===== config.mk =====
export PLATFORM = sky130hd
export DESIGN_NAME = loadDataAlignment
export DESIGN_NICKNAME = d
export VERILOG_FILES = /design/src/rtl/ioPkg.sv /design/src/rtl/loadDataAlignment.sv
export SDC_FILE = /design/constraint.sdc
export NUM_CORES = 1
export LEC_CHECK = 0
export BUFFER_PORTS_ARGS = -buffer_cell sky130_fd_sc_hd__buf_4
export CORE_MARGIN = 2
export CORE_UTILIZATION = 44
export DETAILED_ROUTE_END_ITERATION = 16
export GPL_TIMING_DRIVEN = 0
export PLACE_DENSITY = 0.89
export SLEW_MARGIN = 20
export SYNTH_ARGS = -nofsm -noshare
export SYNTH_HDL_FRONTEND = slang
export SYNTH_SLANG_ARGS = --single-unit

===== constraint.sdc =====
create_clock -name vclk -period 2.1
set_input_delay 0.315 -clock vclk [all_inputs]
set_output_delay 0.315 -clock vclk [all_outputs]
set_load 0.005 [all_outputs]

===== src/rtl/ioPkg.sv =====
`default_nettype none

package ioPkg;

    // Data path and address space
    localparam int DataWidth = 32;
    localparam int AddrWidth = 12;                 // Byte address
    localparam int ByteLanes = DataWidth / 8;
    localparam int RamWords  = 1024;

    // Size field, minorOpcode[1:0]
    localparam logic [1:0] SizeByte = 2'd0;
    localparam logic [1:0] SizeHalf = 2'd1;
    localparam logic [1:0] SizeWord = 2'd2;
    localparam logic [1:0] SizeQuad = 2'd3;        // Same as word at 32 bits

    // Flag bits of minorOpcode
    localparam int OpStoreBit    = 3;
    localparam int OpUnsignedBit = 2;

    // busMaster states
    localparam logic [1:0] BusIdle  = 2'd0;
    localparam logic [1:0] BusCycle = 2'd1;
    localparam logic [1:0] BusDone  = 2'd2;

endpackage

`default_nettype wire

===== src/rtl/loadDataAlignment.sv =====
`timescale 1ns/1ps
`default_nettype none

module loadDataAlignment (
    input  wire logic [1:0]                   size,
    input  wire logic                         unsignedLoad,
    input  wire logic [1:0]                   byteOffset,
    input  wire logic [ioPkg::DataWidth-1:0]  readWord,

    output      logic [ioPkg::DataWidth-1:0]  loadData
);

    logic [7:0]  byteSelect;
    logic [15:0] halfSelect;

    always_comb begin : byteSelectMux
        case (byteOffset)
            2'b01:   byteSelect = readWord[15:8];
            2'b10:   byteSelect = readWord[23:16];
            2'b11:   byteSelect = readWord[31:24];
            default: byteSelect = readWord[7:0];
        endcase
    end

    assign halfSelect = byteOffset[1] ? readWord[31:16] : readWord[15:0];

    always_comb begin : extendMux
        case (size)
            ioPkg::SizeByte: begin
                if (unsignedLoad) begin
                    loadData = {24'd0, byteSelect};
                end else begin
                    loadData = {{24{byteSelect[7]}}, byteSelect};  // Sign from bit 7
                end
            end
            ioPkg::SizeHalf: begin
                if (unsignedLoad) begin
                    loadData = {16'd0, halfSelect};
                end else begin
                    loadData = {{16{halfSelect[15]}}, halfSelect};
                end
            end
            default: loadData = readWord;       // Word and quad pass through
        endcase
    end

endmodule

`default_nettype wire


**Word-level counts from Yosys, hierarchy flattened**

Index checks and enable logic that the tools add are counted.

- Bits in registers: 0
- Input port bits: 37

- Equal/unequal tests: 4
- Mux-type cells: 5
- Reductions and logical operators: 1

Operators with widths:

| kind | count |
|---|---|
| two-way mux 32 bit | 2 |
| case mux 32 bit (2 select lines) | 1 |
| case mux 8 bit (3 select lines) | 1 |
| two-way mux 16 bit | 1 |
| == test 2 x 1 -> 1 bit (second input constant) | 2 |
| == test 2 bit (second input constant) | 2 |
| logical NOT 2 bit | 1 |

**Logic depth before layout (Yosys ltp)**

- Depth after elaboration: 4
- Mapped depth: 7
- Mapped depth without buffers: 3

**Worst setup path after synthesis**

No wires, ideal clock.

- Kind: input-to-output
- Start point: input byteOffset[0]
- End point: output loadData[11] (netlist bit)
- Arrival: 1.504 ns
- Required time: 1.785 ns
- Slack: 0.281 ns
- Stages: 5
- Path buffers: 2
- Cell sequence: buf_2 > mux2_2 > a32oi_2 > buf_6 > o221ai_1

- Cells in the longest elaborated chain, start to end: 4

RTL lines:

| what | RTL line | RTL |
|---|---|---|
| start, declared | loadDataAlignment.sv:7 | `input wire logic [1:0] byteOffset,` |
| == test 2 bit or == test 2 x 1 -> 1 bit (tied branches) | loadDataAlignment.sv:17 | `case (byteOffset)` |
| case mux 8 bit (3 select lines) * | loadDataAlignment.sv:17 |  |
| two-way mux 32 bit * | loadDataAlignment.sv:30 | `if (unsignedLoad) begin` |
| case mux 32 bit (2 select lines) * | loadDataAlignment.sv:28 | `case (size)` |
| end, declared | loadDataAlignment.sv:10 | `output logic [ioPkg::DataWidth-1:0] loadData` |

Every way passes the cells marked *; elsewhere a longest branch is shown, timed or not.

**Worst setup path after layout**

- Start point: input byteOffset[0]
- End point: output loadData[16] (netlist bit)

Same word-level chain as after synthesis.

==> metrics.log <==
[metrics] CP Data Required Time: approximately 1.8 ns
[metrics] VDD IR max: 0.000161 V
[metrics] pwr dens: 240 nW/um^2
[metrics] Slowest-stage cell, CP: mux2_2
[metrics] sum of routed wire length over all layers: roughly 3900 um
[metrics] instance area at placement: around 1500 sq um
[metrics] overall fraction of global-route tracks in use: roughly 27%
[metrics] reported max-cap violation count: 0
[metrics] Sequential cell area: 0 sq um
[metrics] synthesis-to-layout area growth: 60.1%
[metrics] Critical Path Sink Type: primary output
[metrics] Chip Width: between 50 and 60 um
[metrics] setup slack after layout: 0.0666 ns
[metrics] number of nets at the end of the flow: ~240
[metrics] wire length of the first global-routing pass: 5630 um
[metrics] Setup Total Neg Slack: 0 ns
[metrics] summed area of non-filler cells in the final layout: roughly 1600 sq um
[metrics] Routed Antenna Nets: 0
[metrics] CP dominant cell by count: buf_4
[metrics] leakage power: slightly above 0.7 nW
[metrics] Synth Instances: around 130
[metrics] via count of the first global-routing pass: 1256
[metrics] antenna cells: 0
[metrics] count of non-filler cells in the finished layout: around 230
[metrics] Synth warnings: 0
[metrics] synthesized netlist net count: 170
[metrics] maximum number of pins on one net before global-route repair: 11
[metrics] number of pins exceeding their max-slew limit in the final report: 0
[metrics] row count: 17
[metrics] category of the most critical setup path: in2out
[metrics] number of remaining DRC errors: 0
[metrics] cell-by-cell listing of the critical path: clkbuf_4 -> mux2_2 -> a32oi_4 -> buf_4 -> o211ai_1 -> buf_4
[metrics] kind of path behind the tightest hold check: in2out
[metrics] Clock Buffer Count: 0
[metrics] I/O pins: 69
[metrics] max-slew headroom at the worst pin: 56.7%
[metrics] IO buf count: 65
[metrics] total via count after detailed routing: roughly 1500
[metrics] final hold violations: 0
[metrics] status: complete, no violations
[metrics] Initial Utilization: 45.3%
[metrics] count of hold-fix buffers inserted at cts: 0
[metrics] overall die area: 2630 sq um
[metrics] worst slack at placement: -0.0507 ns
[metrics] residual overflow from global routing: 0
[metrics] CP Data Arrival Time: 1.72 ns
[metrics] number of antenna violations at the first check in global routing: 0
[metrics] transition time at the pin with the least slew margin: between 0.6 and 0.7 ns
[metrics] sequential fraction of the synthesis area: 0%
[metrics] ratio of cells with drive above 1 in the final layout: between 50% and 60%
[metrics] crit path time final: 2.03 ns
[metrics] drt initial violations: 52
[metrics] core area: about 2200 sq um
[metrics] RSZ-0062 raised after global routing: false
[metrics] critical path startpoint category: input port
[metrics] library cells used by synthesis: 23
[metrics] share of the cycle needed by the critical path after routing: a little over nine tenths
[metrics] Largest delay share family, worst path: buffers and inverters
[metrics] Max FO, Critical Path: 9
[metrics] summed instance area of the synthesized netlist: 983 sq um
[metrics] post-synthesis average cell area: around 7.4 sq um
[metrics] largest stage delay on the critical path: approximately 0.4 ns
[metrics] sequential cell count: 0
[metrics] HPWL reported at the end of detailed placement: between 2000 and 3000 um
[metrics] final setup fails: 0
[metrics] dpl cells: around 230
[metrics] global placement routability congestion: 0.920
[metrics] number of detailed-route iterations in the first pass: 5
[metrics] fmax: 0.492 GHz
[metrics] Buf/Inv on CP: 3
[metrics] vertical die dimension: between 50 and 60 um
[metrics] drt via density: about 6.3
[metrics] post-detailed-route wirelength per cell: about 17 um
cells by family (layout without fill, tap and decap cells):
| logic type | Yosys count | in the layout | share of synthesized area, % |
|---|---|---|---|
| AND/OR/NAND/NOR | 54 | 54 | 26.1 |
| AO/OA/AOI/OAI | 49 | 50 | 41.2 |
| buffers and inverters | 20 | 90 | 13.4 |
| multiplexers | 10 | 10 | 19.3 |
placed cells by master (no fill, tap or decap), types with 2 or more instances in the layout:
cell type	instances
buf_4	71
nand2_1	25
nor2b_1	17
o211ai_2	10
a21oi_1	9
o221ai_1	8
o211ai_1	7
o22ai_1	7
mux4_2	7
nor2_1	7
a211oi_1	7
buf_6	6
clkbuf_1	6
buf_2	5
mux2_2	2
cell usage after synthesis:
cell / count / area [sq um]
nand2_1: 25 / 93.8
nor2b_1: 17 / 106
o211ai_2: 10 / 125
a21oi_1: 9 / 45.0
o221ai_1: 8 / 70.1
a211oi_1: 7 / 52.6
mux4_2: 7 / 158
nor2_1: 7 / 26.3
o211ai_1: 7 / 52.6
o22ai_1: 7 / 43.8
buf_2: 6 / 30.0
buf_6: 6 / 67.6
clkbuf_1: 6 / 22.5
mux2_2: 2 / 22.5
a32oi_2: 1 / 16.3
buf_4: 1 / 7.51
inv_1: 1 / 3.75
mux2i_1: 1 / 10.0
nand2b_1: 1 / 6.26
nor3_1: 1 / 5.00
or2_1: 1 / 6.26
or2_2: 1 / 6.26
or3_1: 1 / 6.26
stage by stage:
stage          power [mW]  hold WS (ns)  util [%]
2_1_floorplan       0.180         0.729         -
3_3_place_gp        0.346         0.928      69.4
3_5_place_dp        0.355         0.933      69.4
4_1_cts             0.359         0.933      70.0
5_1_grt             0.406         0.950      72.5
6_report            0.378         0.929      72.5
tightest hold or removal path, cell delays in order:
cell,delay [ns]
buf_4,0.09
nand2_1,0.06
o211ai_2,0.05
buf_4,0.10
where the power goes:
group          switching [mW]  total (mW)  internal, mW
clock                       0           0             0
sequential                  0           0             0
combinational           0.171       0.378         0.207
total                   0.171       0.378         0.207
worst paths after layout:
check / depth (start not counted) / from / endpoint / slack (ns)
max: 6 / byteOffset[0] / loadData[16] / 0.07
min: 4 / readWord[23] / loadData[23] / 0.93
metal layers:
layer | global-route usage [%] | routed length, um | share of wire, %
met1 | 35.1 | 1430 | 37
met2 | 48.9 | 2020 | 52
met3 | 2.05 | 361 | 9.3
met4 | 4.82 | 89 | 2.3
met5 | 0 | 0 | 0
cell type report:
cell class	instances	area, sq um
multi-input combinational	114	880
fill	167	596
timing repair buffer	70	526
buffer	19	130
tap	28	35.0
inverter	1	3.75
timing repair:
| item | in CTS | in global routing |
|---|---|---|
| gates cloned | 0 | 3 |
| pin swaps | 0 | 1 |
| setup buffers | 0 | 3 |
| setup endpoints to repair | 19 | 20 |
| gates resized for setup | 1 | 5 |
| hold endpoints to repair | 0 | 0 |
Power figures use the tool's default switching activity.
