## config.mk

```make
export PLATFORM = sky130hd
export DESIGN_NAME = accessAlignment
export DESIGN_NICKNAME = d
export VERILOG_FILES = /design/src/rtl/ioPkg.sv /design/src/rtl/accessAlignment.sv
export SDC_FILE = /design/constraint.sdc
export NUM_CORES = 1
export LEC_CHECK = 0
export BUFFER_PORTS_ARGS = -buffer_cell sky130_fd_sc_hd__buf_2
export CORE_MARGIN = 2
export CORE_UTILIZATION = 32
export DETAILED_ROUTE_END_ITERATION = 16
export PLACE_DENSITY = 0.9
export REMOVE_ABC_BUFFERS = 1
export SLEW_MARGIN = 10
export SYNTH_ARGS = -nofsm -noshare
export SYNTH_HDL_FRONTEND = slang
export SYNTH_SLANG_ARGS = --single-unit
export TNS_END_PERCENT = 20
```

## constraint.sdc

```tcl
create_clock -name vclk -period 1.1
set_input_delay 0.055 -clock vclk [all_inputs]
set_output_delay 0.055 -clock vclk [all_outputs]
set_load 0.03 [all_outputs]
```

## src/rtl/ioPkg.sv

```systemverilog
`default_nettype none

package ioPkg;

    // Data path and address space
    localparam int DataWidth = 32;
    localparam int AddrWidth = 12;                 // Byte address
    localparam int ByteLanes = DataWidth / 8;
    localparam int RamWords  = 1024;

    // Size field, minorOpcode[1:0]
    localparam logic [1:0] SizeByte = 2'd0;
    localparam logic [1:0] SizeHalf = 2'd1;
    localparam logic [1:0] SizeWord = 2'd2;
    localparam logic [1:0] SizeQuad = 2'd3;        // Same as word at 32 bits

    // Flag bits of minorOpcode
    localparam int OpStoreBit    = 3;
    localparam int OpUnsignedBit = 2;

    // busMaster states
    localparam logic [1:0] BusIdle  = 2'd0;
    localparam logic [1:0] BusCycle = 2'd1;
    localparam logic [1:0] BusDone  = 2'd2;

endpackage

`default_nettype wire
```

## src/rtl/accessAlignment.sv

```systemverilog
`timescale 1ns/1ps
`default_nettype none

module accessAlignment (
    input  wire logic [3:0]                   minorOpcode,
    input  wire logic [ioPkg::AddrWidth-1:0]  addr,
    input  wire logic [ioPkg::DataWidth-1:0]  storeData,

    output      logic [ioPkg::ByteLanes-1:0]  sel,
    output      logic [ioPkg::DataWidth-1:0]  writeData,
    output      logic                         misaligned
);

    logic [1:0] size;
    logic [1:0] byteOffset;

    assign size       = minorOpcode[1:0];
    assign byteOffset = addr[1:0];

    always_comb begin : laneMux
        case (size)
            ioPkg::SizeByte: begin
                sel        = ioPkg::ByteLanes'(1) << byteOffset;
                writeData  = {4{storeData[7:0]}};      // Byte on every lane
                misaligned = 1'b0;
            end
            ioPkg::SizeHalf: begin
                sel        = byteOffset[1] ? 4'b1100 : 4'b0011;
                writeData  = {2{storeData[15:0]}};
                misaligned = byteOffset[0];            // Odd address
            end
            default: begin                             // Word and quad
                sel        = '1;
                writeData  = storeData;
                misaligned = (byteOffset != 2'b00);
            end
        endcase
    end

endmodule

`default_nettype wire

```

# After elaboration in Yosys (flattened, before gate mapping)
# Index checks and enable logic that the tools add are counted.
[classes]
reduce_logical = 2
n_mul = 0
n_addsub = 0
bitwise_logic = 0
shifts = 1
order_cmp = 0
n_mux = 4
n_eq_ne = 1
n_div = 0
[op_table]
columns = ["op", "count"]
rows = [
  ["$pmux W32 S2", 1],
  ["$pmux W4 S2", 1],
  ["$mux W4", 1],
  ["$shl A1 B2 Y4 const A", 1],
  ["$eq A2 B1 Y1 const B", 1],
  ["$logic_not A2 Y1", 1],
  ["$pmux W1 S2", 1],
  ["$reduce_bool A2 Y1", 1],
]
[totals]
output_inout_bits = 37
input_bits = 48
n_memories = 0
mem_bits_ro = 0
latch_bits = 0
reg_bits = 0
wordCells = 8
mem_bits_rw = 0

# Longest topological paths before layout
[logic_depth]
word_depth = 2
mapped_depth = 4
ltp_nobuf = 2

# Worst setup path before layout
# OpenSTA, ideal clock, no wires.
[synth_path]
path_kind = "input to output"
startpoint = "in minorOpcode[0]"
endpoint = "out writeData[24] (netlist bit)"
required_time_ns = 1.045
path_buffers = 1
setup_slack_ns = 0.294
t_arrival_ns = 0.751
path_stages = 3
cell_sequence = "buf_6 > mux2i_1 > o21ai_1"
[synth_via]
elab_chain_cells = 2
elab_cells_between_ends = 3
classes_between = "1 x eq/ne; 1 x mux; 1 x reduce/logical"
[synth_rtl]
columns = ["item", "line_no", "text"]
rows = [
  ["start, declared", "accessAlignment.sv:5", "input wire logic [3:0] minorOpcode,"],
  ["$eq A2 B1 Y1 or $logic_not A2 Y1 (tied branches)", "accessAlignment.sv:21", "case (size)"],
  ["$pmux W32 S2 *", "accessAlignment.sv:21", ""],
  ["end, declared", "accessAlignment.sv:10", "output logic [ioPkg::DataWidth-1:0] writeData,"],
]
# Mark *: on every way between the ends. The rest lies on a longest branch, timed or not.

# Worst setup path in the final report
[layout_path]
startpoint = "in minorOpcode[1]"
endpoint = "out writeData[13] (netlist bit)"
# Same word-level chain as after synthesis.

==> summary.log <==
INFO  outcome        outcome=completed
INFO  global_routing remaining_global_route_overflow=0
INFO  drt            drt_iter0_markers=3
INFO  setup_path     timing.critical_path.cells=buf_2 -> nor2_4 -> mux2_2 -> buf_2
INFO  power          cellLeakagePower=0.000481µW
INFO  setup_path     cpPeakStageDelay=0.37ns
INFO  logic_synthesis synth_sequential_area_ratio=0%
INFO  die            rows=14
INFO  flow_run       drv.max_cap_violation_count=0
INFO  logic_synthesis synth_compound_area_share=18.7%
INFO  logic_synthesis ys_top_cells_by_area=sky130_fd_sc_hd__mux2_2, sky130_fd_sc_hd__mux2i_1, sky130_fd_sc_hd__buf_4
INFO  cells_and_area layout.nets=177
INFO  cells_and_area layout.area.seq=0µm²
INFO  timing         max-slew-margin-rel=82.9%
INFO  drt            drt_first_pass_iters=4
INFO  logic_synthesis synth.area.mux_share=49.9%
INFO  die            floorplan.die.width=44.4µm
INFO  logic_synthesis yosys.area_share.adder=0%
INFO  timing         min_period_over_period=93.0%
INFO  drt            totalWireLength=1.63mm
INFO  die            floorplan.core_area=1520µm²
INFO  logic_synthesis largest_family_of_logic_cells_by_synthesized_area=multiplexers
INFO  power          vdd_ir_drop_max=0.341mV
INFO  cells_and_area area.growth.synth_to_final=58.8%
INFO  cells_and_area n_antenna_cell=0
INFO  global_routing antenna_found_initial=0
INFO  power          power-per-cell-area=653nW/µm²
INFO  place          port_buffers=73
INFO  logic_synthesis yosys_warnings=0
INFO  drt            drc_violation_count_after_routing=0
INFO  logic_synthesis syn_inst=63
INFO  setup_path     end_kind=output pin
INFO  die            die_height=44.4µm
INFO  setup_path     cp_data_arrival_time=0.97ns
INFO  global_routing largest_net_degree_at_the_start_of_global_routing=16
INFO  min_path       holdPathStages=2
INFO  die            start_util=34.2%
INFO  cells_and_area drive_above_1_share=78.0%
INFO  min_path       holdCritPathClass=primary input to output pin
INFO  timing         final.setup.tns=0ns
INFO  cells_and_area commonest_cells_after_routing_fill_and_taps_aside=sky130_fd_sc_hd__buf_2, sky130_fd_sc_hd__mux2_2, sky130_fd_sc_hd__mux2i_1, sky130_fd_sc_hd__nand2_1, sky130_fd_sc_hd__o21ai_2
INFO  timing         finalSetupViolCount=0
INFO  logic_synthesis netlist.area_leader.share=34.5%
INFO  logic_synthesis yosys.area_share.simple=11.3%
INFO  die            ports_placed_on_the_boundary=85
INFO  timing         final-max-slew-violation-count=0
INFO  setup_path     crit_fanout=8
INFO  clock_network  cts.hold.buffers_added=0
INFO  place          hpwl=1.39mm
INFO  die            design.die.area=1970µm²
INFO  logic_synthesis synthDominantAreaCellType=sky130_fd_sc_hd__mux2_2
INFO  global_routing grt_util_all_layers=15.3%
INFO  cells_and_area final.clkbuf_count=0
INFO  setup_path     setup.worst_path.start_class=primary input
INFO  logic_synthesis synth_cell_type_count=15
INFO  logic_synthesis synthesized_area_fraction_occupied_by_xor_and_xnor_cells=0%
INFO  place          placedCellCount=143
INFO  global_routing first_global_vias=592
INFO  timing         min_period=1.02ns
INFO  timing         worstMarginPinSlew=0.255ns
INFO  cells_and_area mostFrequentLayoutCell=sky130_fd_sc_hd__buf_2
INFO  timing         final_hold_fails=0
INFO  min_path       timing.hold.worst_endpoint=writeData[3]
INFO  setup_path     cp.required=1.04ns
INFO  logic_synthesis syn-mean-instance-area=8.28µm²
INFO  logic_synthesis post_synth_instance_area=522µm²
INFO  timing         timing.fmax=0.978GHz
INFO  setup_path     cp_common_cell=sky130_fd_sc_hd__buf_2
INFO  cells_and_area stdcell_count=143
INFO  drt            via_per_inst=4.85
INFO  setup_path     family_with_the_most_delay_on_the_worst_path=multiplexers
INFO  clock_network  cts_post_setup_buffers_inserted=0
INFO  setup_path     criticalPathCategory=primary input to output pin
INFO  drt            wire_per_inst=11.4µm
INFO  timing         rsz_0062_raised_after_global_routing=no
INFO  clock_network  post_cts_resize_count=0
INFO  min_path       hold_path_startpoint=storeData[3]
INFO  drt            num_vias=693
INFO  setup_path     worst-path-buf-inv=2
INFO  drt            drt.antenna.violating_nets=0
INFO  global_routing grt_pass1_wl=2.37mm
INFO  cells_and_area sequential_cell_count=0
INFO  setup_path     slowest_stage=sky130_fd_sc_hd__mux2_2
INFO  place          gp_congestion=0.700
worst max path at each step:
stage                   startpoint       endpoint  slack [ns]  cells past startpoint
global placement    minorOpcode[1]  writeData[15]        0.07                      4
finish              minorOpcode[1]  writeData[13]        0.08                      4
floorplan           minorOpcode[1]  writeData[10]        0.37                      2
CTS                 minorOpcode[1]  writeData[14]        0.07                      4
detailed placement  minorOpcode[1]  writeData[14]        0.07                      4
global route        minorOpcode[1]  writeData[13]        0.04                      4
final cells by class:
type	count	area (µm²)
Fill cell	141	696
Inverter	1	3.75
Multi-Input combinational cell	50	417
Tap cell	16	20.0
Timing Repair Buffer	76	388
through the flow:
step / utilization [%] / hold WS (ns) / total power (µW) / instance area, µm² / setup WS, ns
global route: 54.4 / 0.402 / 575 / 828 / 0.0378
finish: 54.4 / 0.394 / 541 / 828 / 0.0774
global placement: 54.4 / 0.389 / 533 / 828 / 0.0710
detailed placement: 54.4 / 0.396 / 544 / 828 / 0.0717
floorplan: - / 0.110 / 301 / 420 / 0.374
CTS: 54.4 / 0.396 / 546 / 828 / 0.0672
Yosys cell counts, drive strengths merged:
master and count:
a21o 2, a21oi 1, buf 11, clkbuf 1, inv 1, mux2 16
mux2i 8, nand2 8, nand2b 1, nor2 4, o21ai 8, o21bai 2
cells by family after synthesis:
family                 after synthesis
buffers and inverters               13
multiplexers                        24
AO/OA/AOI/OAI                       13
AND/OR/NAND/NOR                     13
power breakdown:
| part | leakage (µW) | internal [µW] | total, µW | switching, µW |
|---|---|---|---|---|
| registers | 0 | 0 | 0 | 0 |
| logic | 0.000481 | 198 | 541 | 343 |
| clock network | 0 | 0 | 0 | 0 |
per-layer routing:
layer  vias up  track usage [%]  routed length (µm)
li1        347                -                   -
met1       304             16.8                 641
met2        42             33.5                 854
met3         0                0                 129
met4         0                0                   0
met5         -                0                   0
Note: power is estimated with default switching activity, not from simulation.
