===== config.mk =====
export PLATFORM = sky130hd
export DESIGN_NAME = busMaster
export DESIGN_NICKNAME = d
export VERILOG_FILES = /design/src/rtl/ioPkg.sv /design/src/rtl/busMaster.sv
export SDC_FILE = /design/constraint.sdc
export NUM_CORES = 1
export LEC_CHECK = 0
export BUFFER_PORTS_ARGS = -buffer_cell sky130_fd_sc_hd__buf_2
export CORE_UTILIZATION = 37
export CTS_BUF_LIST = sky130_fd_sc_hd__clkbuf_16
export DETAILED_ROUTE_END_ITERATION = 10
export GPL_ROUTABILITY_DRIVEN = 0
export GPL_TIMING_DRIVEN = 1
export PLACE_DENSITY_LB_ADDON = 0.15
export RECOVER_POWER = 100
export SYNTH_ARGS = -nofsm -noshare
export SYNTH_HDL_FRONTEND = slang
export SYNTH_SLANG_ARGS = --single-unit

===== constraint.sdc =====
create_clock -name clk -period 2.1 [get_ports clk]
set_input_delay 0.105 -clock clk [delete_from_list [all_inputs] [get_ports clk]]
set_output_delay 0.105 -clock clk [all_outputs]
set_load 0.05 [all_outputs]

===== src/rtl/ioPkg.sv =====
`default_nettype none

package ioPkg;

    // Data path and address space
    localparam int DataWidth = 32;
    localparam int AddrWidth = 12;                 // Byte address
    localparam int ByteLanes = DataWidth / 8;
    localparam int RamWords  = 1024;

    // Size field, minorOpcode[1:0]
    localparam logic [1:0] SizeByte = 2'd0;
    localparam logic [1:0] SizeHalf = 2'd1;
    localparam logic [1:0] SizeWord = 2'd2;
    localparam logic [1:0] SizeQuad = 2'd3;        // Same as word at 32 bits

    // Flag bits of minorOpcode
    localparam int OpStoreBit    = 3;
    localparam int OpUnsignedBit = 2;

    // busMaster states
    localparam logic [1:0] BusIdle  = 2'd0;
    localparam logic [1:0] BusCycle = 2'd1;
    localparam logic [1:0] BusDone  = 2'd2;

endpackage

`default_nettype wire

===== src/rtl/busMaster.sv =====
`timescale 1ns/1ps
`default_nettype none

module busMaster (
    input  wire logic                         clk,
    input  wire logic                         rstN,

    // Core side
    input  wire logic                         reqValid,
    input  wire logic [3:0]                   minorOpcode,
    input  wire logic [ioPkg::AddrWidth-1:0]  addr,
    input  wire logic [ioPkg::ByteLanes-1:0]  sel,
    input  wire logic [ioPkg::DataWidth-1:0]  writeData,
    input  wire logic                         misaligned,
    output      logic                         ready,
    output      logic                         done,
    output      logic                         fault,

    // To load alignment
    output      logic                         isLoad,
    output      logic [1:0]                   size,
    output      logic                         unsignedLoad,
    output      logic [1:0]                   byteOffset,
    output      logic [ioPkg::DataWidth-1:0]  readWord,

    // Wishbone classic master
    input  wire logic                         ack,
    input  wire logic [ioPkg::DataWidth-1:0]  datIn,
    output      logic                         cyc,
    output      logic                         stb,
    output      logic                         we,
    output      logic [ioPkg::AddrWidth-3:0]  adr,
    output      logic [ioPkg::ByteLanes-1:0]  selOut,
    output      logic [ioPkg::DataWidth-1:0]  datOut
);

    logic [1:0] state;
    logic       faultReg;
    logic       accept;

    assign ready  = (state == ioPkg::BusIdle);
    assign accept = ready && reqValid;
    assign done   = (state == ioPkg::BusDone);
    assign fault  = done && faultReg;

    assign cyc = (state == ioPkg::BusCycle);
    assign stb = cyc;
    assign we  = cyc && !isLoad;                   // Aligned non-loads are stores

    always_ff @(posedge clk) begin : controlFsm
        if (!rstN) begin
            state    <= ioPkg::BusIdle;
            faultReg <= 1'b0;
            isLoad   <= 1'b0;
        end else begin
            case (state)
                ioPkg::BusIdle: begin
                    if (reqValid) begin
                        faultReg <= misaligned;
                        // Faulted loads return zero
                        isLoad   <= !minorOpcode[ioPkg::OpStoreBit] && !misaligned;
                        state    <= misaligned ? ioPkg::BusDone : ioPkg::BusCycle;
                    end
                end
                ioPkg::BusCycle: begin
                    if (ack) begin
                        state <= ioPkg::BusDone;   // Drop cyc/stb next cycle
                    end
                end
                default: begin
                    state <= ioPkg::BusIdle;
                end
            endcase
        end
    end

    always_ff @(posedge clk) begin : requestCapture
        if (accept) begin
            size         <= minorOpcode[1:0];
            unsignedLoad <= minorOpcode[ioPkg::OpUnsignedBit];
            byteOffset   <= addr[1:0];
            adr          <= addr[ioPkg::AddrWidth-1:2];  // Word address
            selOut       <= sel;
            datOut       <= writeData;
        end
        if (cyc && ack) begin
            readWord <= datIn;
        end
    end

endmodule

`default_nettype wire


After elaboration in Yosys (flattened, before gate mapping)
Index checks and enable logic that the tools add are counted.
Operators by class
  equal/unequal tests: 4
  reduce and logical (&&, ||, !) cells: 11
  multiplexer cells: 4
Operators by type and width (count)
  2-to-1 mux 2 bit: 3
  logical AND 1 bit: 5
  inequality test 2 bit (second input constant): 2
  one-hot mux 2 bit (2 select lines): 1
  AND reduction 2 bit: 2
  logical NOT 1 bit: 3
  == test 2 x 1 -> 1 bit (second input constant): 1
  == test 2 bit (second input constant): 1
  logical NOT 2 bit: 1
Storage, ports and cells
  input bits: 89
  output and inout bits: 90
  register bits after elaboration: 87
  word-level logic and storage cells: 29

Depth between registers and ports, before layout
Gate-level depths: netlist of the first run.
  depth after elaboration: 3
  mapped depth: 2
  mapped depth without buffers: 2

Worst setup path after synthesis of the first run
OpenSTA, ideal clock, no wires.
  kind: register to register
  start: reg state[0]
  end: reg readWord[0] (netlist name) (enable)
  stages on the path, launching flop included: 3
  data arrival time: 1882 ps
  clock period less this slack: 2274 ps
  data required time: 1708 ps
  slack: -174 ps
  path buffers: 0
  library setup time: 392 ps
  cells stage by stage: dfxtp_1 nor2b_2 and2_1
Between the ends
  word-level cells in the longest chain between the ends: 2
RTL lines
  from (decl): line busMaster.sv:37  | logic [1:0] state;
  from (signal assigned): line busMaster.sv:52  | state <= ioPkg::BusIdle;
  from (signal assigned): line busMaster.sv:62  | state <= misaligned ? ioPkg::BusDone : ioPkg::BusCycle;
  from (signal assigned): line busMaster.sv:67  | state <= ioPkg::BusDone;
  == test 2 x 1 -> 1 bit: line busMaster.sv:46  | assign cyc = (state == ioPkg::BusCycle);
  via cyc: line busMaster.sv:29  | output logic cyc,
  logical AND 1 bit: line busMaster.sv:86  | if (cyc && ack) begin
  to (signal assigned): line busMaster.sv:87  | readWord <= datIn;
  to (decl): line busMaster.sv:24  | output logic [ioPkg::DataWidth-1:0] readWord,
The timed path passes the listed nets, and every way through them passes these cells.
A chain may end at the register's enable or synchronous reset.

Final worst setup path of the first run
  start: reg state[0]
  end: out we
Between the ends
  word-level cells in the longest chain between the ends: 2
RTL lines
  == test 2 x 1 -> 1 bit: line busMaster.sv:46
  logical AND 1 bit: line busMaster.sv:48  | assign we = cyc && !isLoad;
  to (decl): line busMaster.sv:31  | output logic we,
No other way between the ends.

==> impl_results.md, run 1 <==
* Largest net degree at the start of global routing at 54
* Critical Path Max Stage Delay at 0.47 ns
* Area grow syn2layout at 74.6%
* Status: complete, no violations
* Routed vias/inst at 4.18
* First-pass GRT wire length at 9.58 mm
* DR vias at 2011
* H-tree depth at 3
* CP Capture Point: we
* Yosys top cell by area: edfxtp_1
* Post-synthesis xor/xnor area fraction at 0
* FF+latch count, synth at 87
* Synthesized area per cell at 25.2 um2
* Post-DP HPWL at 4.19 mm
* Postcts setup bufs at 0
* Critical path's top delay family: buffers and inverters
* Wire per inst at 13.9 um
* Vias in the first global route at 2028
* Mapped Area at 0.00272 mm2
* Async SR Flop Fraction at 0
* Area share of and/or/nand/nor cells after synthesis at 0.0373
* Compound-Gate Fraction of Synth Area at 0.00552
* Nets@finish at 470
* Die Span X at 87.7 um
* Worst r2r src: state[0]$_SDFFE_PN0P_
* Critical Path RT at 2.00 ns
* Die Y-Extent at 87.7 um
* Clk slew on worst S/H paths at 0.06 ns
* Slew at the pin with the worst max-slew slack at 0.699 ns
* Core Area at 0.00694 mm2
* Initial antenna violation count at 0
* Mux cell area share after synthesis at 0.00736
* Crit-path cells: nor2b_1, nor2b_1, clkbuf_1
* CTS Buffer Depth at 2
* Leakage at 0.00183 uW
* Fin. Hold Viols at 0
* Buf+Inv Stages, Crit Path at 1
* Synth top area share at 0.916
* GR Overflow Total at 0
* Post-synthesis adder-cell area fraction at 0
* CTS tree: yes
* Hold WC Path Type: in -> reg
* Relative slew slack at 0.534
* Crit-path max FO at 6
* Rows at 30
* Post-DRT Antenna Nets at 0
* Slowest CP cell: clkbuf_1
* Clk_lat worst skew at 0.33 ns
* Worst Skew at 0.00610 ns
* Reg2Reg Depth at 2
* TritonCTS Sinks at 87
* All-Layer GR Usage at 0.173
* Reg2reg end: datOut[13]$_DFFE_PP_
* Root buffer cell: clkbuf_16
* CP Depth at 3
* # setup viols final at 0
* Layout cells sized above 1 at 0.268
* Commonest cells in the netlist: edfxtp_1 (83), dfxtp_1 (4), nand2_1 (4)
* Crit Path Class: reg -> out
* PwrDens at 900 mW/mm2
* Synth unique cells at 16
* Mapped Nets at 197
* Area of the die at 0.00770 mm2
* Final Non-Filler Cells at 481
* Worst VDD drop at 475 uV
* Critical Path Source Type: register
* Min cycle time layout at 1.73 ns
* TritonCTS Buffers at 9
* TritonRoute pass-1 iters at 4
* Flop-to-flop setup slack at 0.44 ns
* Starting Density at 0.392
* Port bufs at 178
* Main combinational cell family by area after synthesis: simple AND/OR/NAND/NOR gates
* Iter 0 DRT Violations at 41
* YS warnings at 0
* Final wirelength at 6.71 mm
* EDFF count, synth at 83
* RSZ-0062 raised after global routing: false
* Max_cap viols at 0
* Final core utilization at 0.684
* Final hold slack at 0.0462 ns
* Worst setup EP type: output port
* Fmax at 580 MHz
* Final Slew Violations at 0
* Hold buffers post-CTS at 83
* Data arrival, critical path at 1.62 ns
* Most used cell, CP: nor2b_1
* Syn Inst Count at 108
* Sequential share of the synthesized area at 0.946
* Drc violations at 0
* Post_cts resized at 0
* DP Cell Count at 383
* Ant. Diodes at 0
* Most frequent cell after synthesis: edfxtp_1
* Critical path launch point: state[0]$_SDFFE_PN0P_
* Top post-synthesis cells by area: edfxtp_1 (92%), dfxtp_1 (2.9%), mux2i_1 (0.74%)
* Io pins at 179
* Period utilisation layout at 0.822
* Main synth FF type: edfxtp_1
## cells by family (layout without fill, tap and decap cells)
| group | after synthesis | count (layout) |
|---|---|---|
| AOI/OAI and AO/OA | 2 | 2 |
| muxes | 2 | 2 |
| DFF | 87 | 87 |
| buffers and inverters | 2 | 279 |
| and+or+nand+nor | 15 | 15 |
## report_power, final
group | total, uW | leakage [uW] | switching [uW] | internal, uW
combinational | 636 | 0.000861 | 435 | 201
sequential | 2040 | 0.000813 | 24.6 | 2010
clock | 1600 | 0.000152 | 581 | 1020
total | 4270 | 0.00183 | 1040 | 3230
## per-layer routing
layer  vias up  track usage  routed length, um
met4         0        0.101                206
met5         -            0                  0
met2        89        0.331               3770
met1       937        0.168               2350
li1        967            -                  -
met3        18       0.0396                386
## layout by cell type (no fill, tap or decap), types with 3 or more instances in the layout
| master | n |
|---|---|
| clkbuf_16 | 9 |
| dlygate4sd3_1 | 83 |
| buf_2 | 87 |
| dfxtp_1 | 3 |
| edfxtp_1 | 83 |
| nor2b_1 | 4 |
| nand2_1 | 4 |
| inv_1 | 3 |
| clkbuf_1 | 91 |
## worst min-delay path by stage
stage | start | end | slack (ns) | cells after the start
detailed placement | writeData[11] | datOut[11]$_DFFE_PP_ | 0.28 | 1
global route | minorOpcode[3] | isLoad$_SDFFE_PN0P_ | 0.07 | 3
finish | minorOpcode[3] | isLoad$_SDFFE_PN0P_ | 0.05 | 3
floorplan | addr[2] | adr[0]$_DFFE_PP_ | 0.20 | 0
CTS | minorOpcode[3] | isLoad$_SDFFE_PN0P_ | 0.03 | 3
global placement | writeData[24] | datOut[24]$_DFFE_PP_ | 0.28 | 1
## cell type report
| type | instances | area [um2] |
|---|---|---|
| Sequential cell | 87 | 2570 |
| Fill cell | 536 | 2200 |
| Timing Repair Buffer | 263 | 1620 |
| Clock buffer | 9 | 225 |
| Multi-Input combinational cell | 19 | 124 |
| Tap cell | 96 | 120 |
| Clock inverter | 6 | 78.8 |
| Inverter | 1 | 3.75 |
## registers in the layout, indices dropped and copies added, names as in the netlist
| name | flops |
|---|---|
| faultReg | 1 |
| state | 2 |
| isLoad | 1 |
| selOut | 4 |
| unsignedLoad | 1 |
| adr | 10 |
| byteOffset | 2 |
| readWord | 32 |
| size | 2 |
| datOut | 32 |
## tightest hold or removal path, delay by kind of cell
| family | cells | cell delay, ns |
|---|---|---|
| buffers and inverters | 1 | 0.07 |
| and+or+nand+nor | 1 | 0.09 |
| muxes | 1 | 0.05 |
## metrics by stage
step	total power (uW)	setup TNS, ns	setup slack (ns)	instance area [um2]
after floorplan	2440	-5.29	-0.101	2720
after global placement	2610	0	0.646	3750
after detailed placement	2620	0	0.598	3750
after CTS	4340	0	0.583	4890
after global routing	4420	0	0.283	4750
final	4270	0	0.375	4750
Note: power is estimated with default switching activity, not from simulation.
==> run 2: changes to the inputs <==
--- a/config.mk
+++ b/config.mk
@@ -6,7 +6,7 @@
 export NUM_CORES = 1
 export LEC_CHECK = 0
 export BUFFER_PORTS_ARGS = -buffer_cell sky130_fd_sc_hd__buf_2
-export CORE_UTILIZATION = 37
+export CORE_UTILIZATION = 41
 export CTS_BUF_LIST = sky130_fd_sc_hd__clkbuf_16
 export DETAILED_ROUTE_END_ITERATION = 10
 export GPL_ROUTABILITY_DRIVEN = 0
==> constraint.sdc (replaced) <==
create_clock -name clk -period 1.7 [get_ports clk]
set_input_delay 0.085 -clock clk [delete_from_list [all_inputs] [get_ports clk]]
set_output_delay 0.085 -clock clk [all_outputs]
set_load 0.05 [all_outputs]
==> run 2 against run 1 <==
  * Final cell count down 4.2%
  * Core utilization up 5.4 points
  * Largest power group unchanged
  * Largest cell class unchanged
  * Clock power up 13%
  * Via count up 2.1%
  * Sequential share of layout area up 0.42 points
  * Clock skew about the same
  * Sequential power up 23%
==> impl_results.md, run 2 (synthesized netlist as in run 1, its figures left out) <==
* # setup viols final at 0 (unchanged)
* Reg2Reg Depth at 2 (unchanged)
* Drc violations at 0 (unchanged)
* Switch share at 0.249 (+0.00513)
* Port bufs at 178 (unchanged)
* Hold_sp: minorOpcode[3]
* CTS Buffer Depth at 2 (unchanged)
* Final Slew Violations at 0 (unchanged)
* TritonCTS Sinks at 87 (unchanged)
* Min cycle time layout at 1.48 ns
* Data arrival, critical path at 1.39 ns (-0.23 ns)
* Worst VDD drop at 721 uV (+52%)
* Status: complete, no violations
* Seq pwr share at 0.491 (+0.015)
* Iter 0 DRT Violations at 49 (+20%)
* TritonCTS Buffers at 9 (unchanged)
* Flop-to-flop setup slack at 0.32 ns (-0.12 ns)
* Combinational group share of total power at 0.155 (+0.006)
* Final wirelength at 6.49 mm (-3.3%)
* Relative slew slack at 0.563 (+0.0285)
* Fin. Hold Viols at 0 (unchanged)
* Area grow syn2layout at 73.2%
* Slew at the pin with the worst max-slew slack at 0.659 ns (-0.0399 ns)
* Routed vias/inst at 4.46 (+6.6%)
* Leakage at 0.00182 uW (-0.23%)
* Core Area at 0.00639 mm2 (-8.0%)
* Critical Path Max Stage Delay at 0.49 ns (+0.02 ns)
* Crit-path max FO at 6 (unchanged)
* Post-DRT Antenna Nets at 0 (unchanged)
* CTS tree: yes
* RSZ-0062 raised after global routing: false
* Placed cell areas at 0.00373 mm2 (-0.73%)
* Clk_lat worst skew at 0.32 ns (about the same)
* GR Overflow Total at 0 (unchanged)
* H-tree depth at 3 (unchanged)
* Final Non-Filler Cells at 461 (-4.2%)
* Die Y-Extent at 83.5 um (-4.9%)
* Io pins at 179 (unchanged)
* Final worst slack at 0.223 ns (-0.152 ns)
* Crit-path cells: nor2b_2, clkbuf_1
* Largest net degree at the start of global routing at 55 (+1.9%)
* Layout cells sized above 1 at 0.279 (+0.0111)
* Internal power at 3850 uW (+19%)
* First-pass GRT wire length at 10.1 mm (+5.5%)
* PwrDens at 1090 mW/mm2 (+21%)
* TritonRoute pass-1 iters at 4 (unchanged)
* Initial antenna violation count at 0 (unchanged)
* Starting Density at 0.426 (+0.0342)
* Reg2reg end: readWord[8]$_DFFE_PP_
* WHS Endpoint: isLoad$_SDFFE_PN0P_
* All-Layer GR Usage at 0.193 (+0.0197)
* Worst Skew at 0.00573 ns (-0.000368 ns)
* Critical Path RT at 1.62 ns (-0.38 ns)
* Top flop regs: datOut: 32 flops, readWord: 32 flops, adr: 10 flops
* Post-DP HPWL at 4.05 mm (-3.4%)
* Worst r2r src: state[0]$_SDFFE_PN0P_
* Clk slew on worst S/H paths at 0.06 ns (about the same)
* Pre-CTS WS at 0.294 ns (-0.304 ns)
* Critical Path Source Type: register
* Clock power share at 0.354 (-0.021)
* Rows at 29 (-3.3%)
* Vias in the first global route at 2166 (+6.8%)
* Fmax at 677 MHz
* P_sw at 1270 uW (+22%)
* Setup TNS at 0 ns (unchanged)
* Commonest non-fill, non-tap cell in the layout: clkbuf_1
* Ant. Diodes at 0 (unchanged)
* Wire per inst at 14.1 um (+0.92%)
* DP Cell Count at 363 (-5.2%)
* Max_cap viols at 0 (unchanged)
* Period utilisation layout at 0.869
* DR vias at 2054 (+2.1%)
* Worst setup EP type: output port
* Hold WC Path Type: in -> reg
* Slowest CP cell: clkbuf_1
* Crit Path Class: reg -> out
* Area of the die at 0.00696 mm2 (-9.5%)
* Commonest cells after routing, fill and taps aside: clkbuf_1 (89), buf_2 (85), edfxtp_1 (83), dlygate4sd3_1 (83), clkbuf_16 (9)
* Die Span X at 83.5 um (-4.9%)
* Post-route cell area at 0.00471 mm2 (-0.76%)
* Postcts setup bufs at 0 (unchanged)
* Worst hold stages at 3 (unchanged)
* Root buffer cell: clkbuf_16
* Nets@finish at 469 (-0.21%)
==> run 2: cell count changes in the layout (fill, tap and decap cells not counted), sizes merged <==
cell and delta:
clkbuf +1, inv -2, clkinv +4, buf -2
clkinvlp -1, bufinv -1
==> run 2: power groups by stage <==
stage	combinational, uW	clock (uW)	sequential [uW]
2_1_floorplan	93.1	0	2920
3_3_place_gp	677	0	2550
3_5_place_dp	681	0	2560
4_1_cts	828	1870	2510
5_1_grt	835	1940	2520
6_report	796	1810	2510
==> run 2: metal layers <==
metal	vias to the layer above	wire (um)	share of wire	global-route usage
met5	-	0	0	0
met3	15	668	0.10	0.0752
met4	0	176	0.027	0.0924
met2	128	3150	0.49	0.323
li1	965	-	-	-
met1	946	2500	0.38	0.216
==> run 2: worst max-delay path by stage <==
stage,depth (start not counted),start,endpoint
2_1_floorplan,1,state[0]$_SDFFE_PN0P_,adr[0]$_DFFE_PP_
3_3_place_gp,2,state[0]$_SDFFE_PN0P_,readWord[12]$_DFFE_PP_
3_5_place_dp,2,state[0]$_SDFFE_PN0P_,readWord[15]$_DFFE_PP_
4_1_cts,3,state[0]$_SDFFE_PN0P_,we
5_1_grt,2,state[0]$_SDFFE_PN0P_,cyc
6_report,2,state[0]$_SDFFE_PN0P_,cyc
==> run 2: critical path, delay by kind of cell (launching register included) <==
family / cells / cell delay (ns)
flops: 1 / 0.36
simple gates: 1 / 0.22
buf+inv: 1 / 0.49
==> run 2: cell type report <==
| cell class | count | area [um2] |
|---|---|---|
| flip-flops and latches | 87 | 2570 |
| fillers | 455 | 1670 |
| repair buffers | 262 | 1630 |
| clock buffers | 9 | 225 |
| multi-input cells | 19 | 130 |
| well taps | 77 | 96.3 |
| clock inverters | 6 | 52.6 |
| inverters | 1 | 3.75 |
==> run 2: stage by stage <==
step / util / hold WS, ns / total power [uW]
finish: 0.738 / 0.0359 / 5120
floorplan: - / 0.184 / 3010
detailed placement: 0.584 / 0.263 / 3240
global route: 0.738 / 0.0391 / 5300
CTS: 0.757 / 0.0238 / 5210
global placement: 0.584 / 0.262 / 3230
==> run 2: timing repair <==
item	4_1_cts	5_1_grt
endpoints found under the hold margin	83	0
resized for setup	0	0
hold buffers	83	0
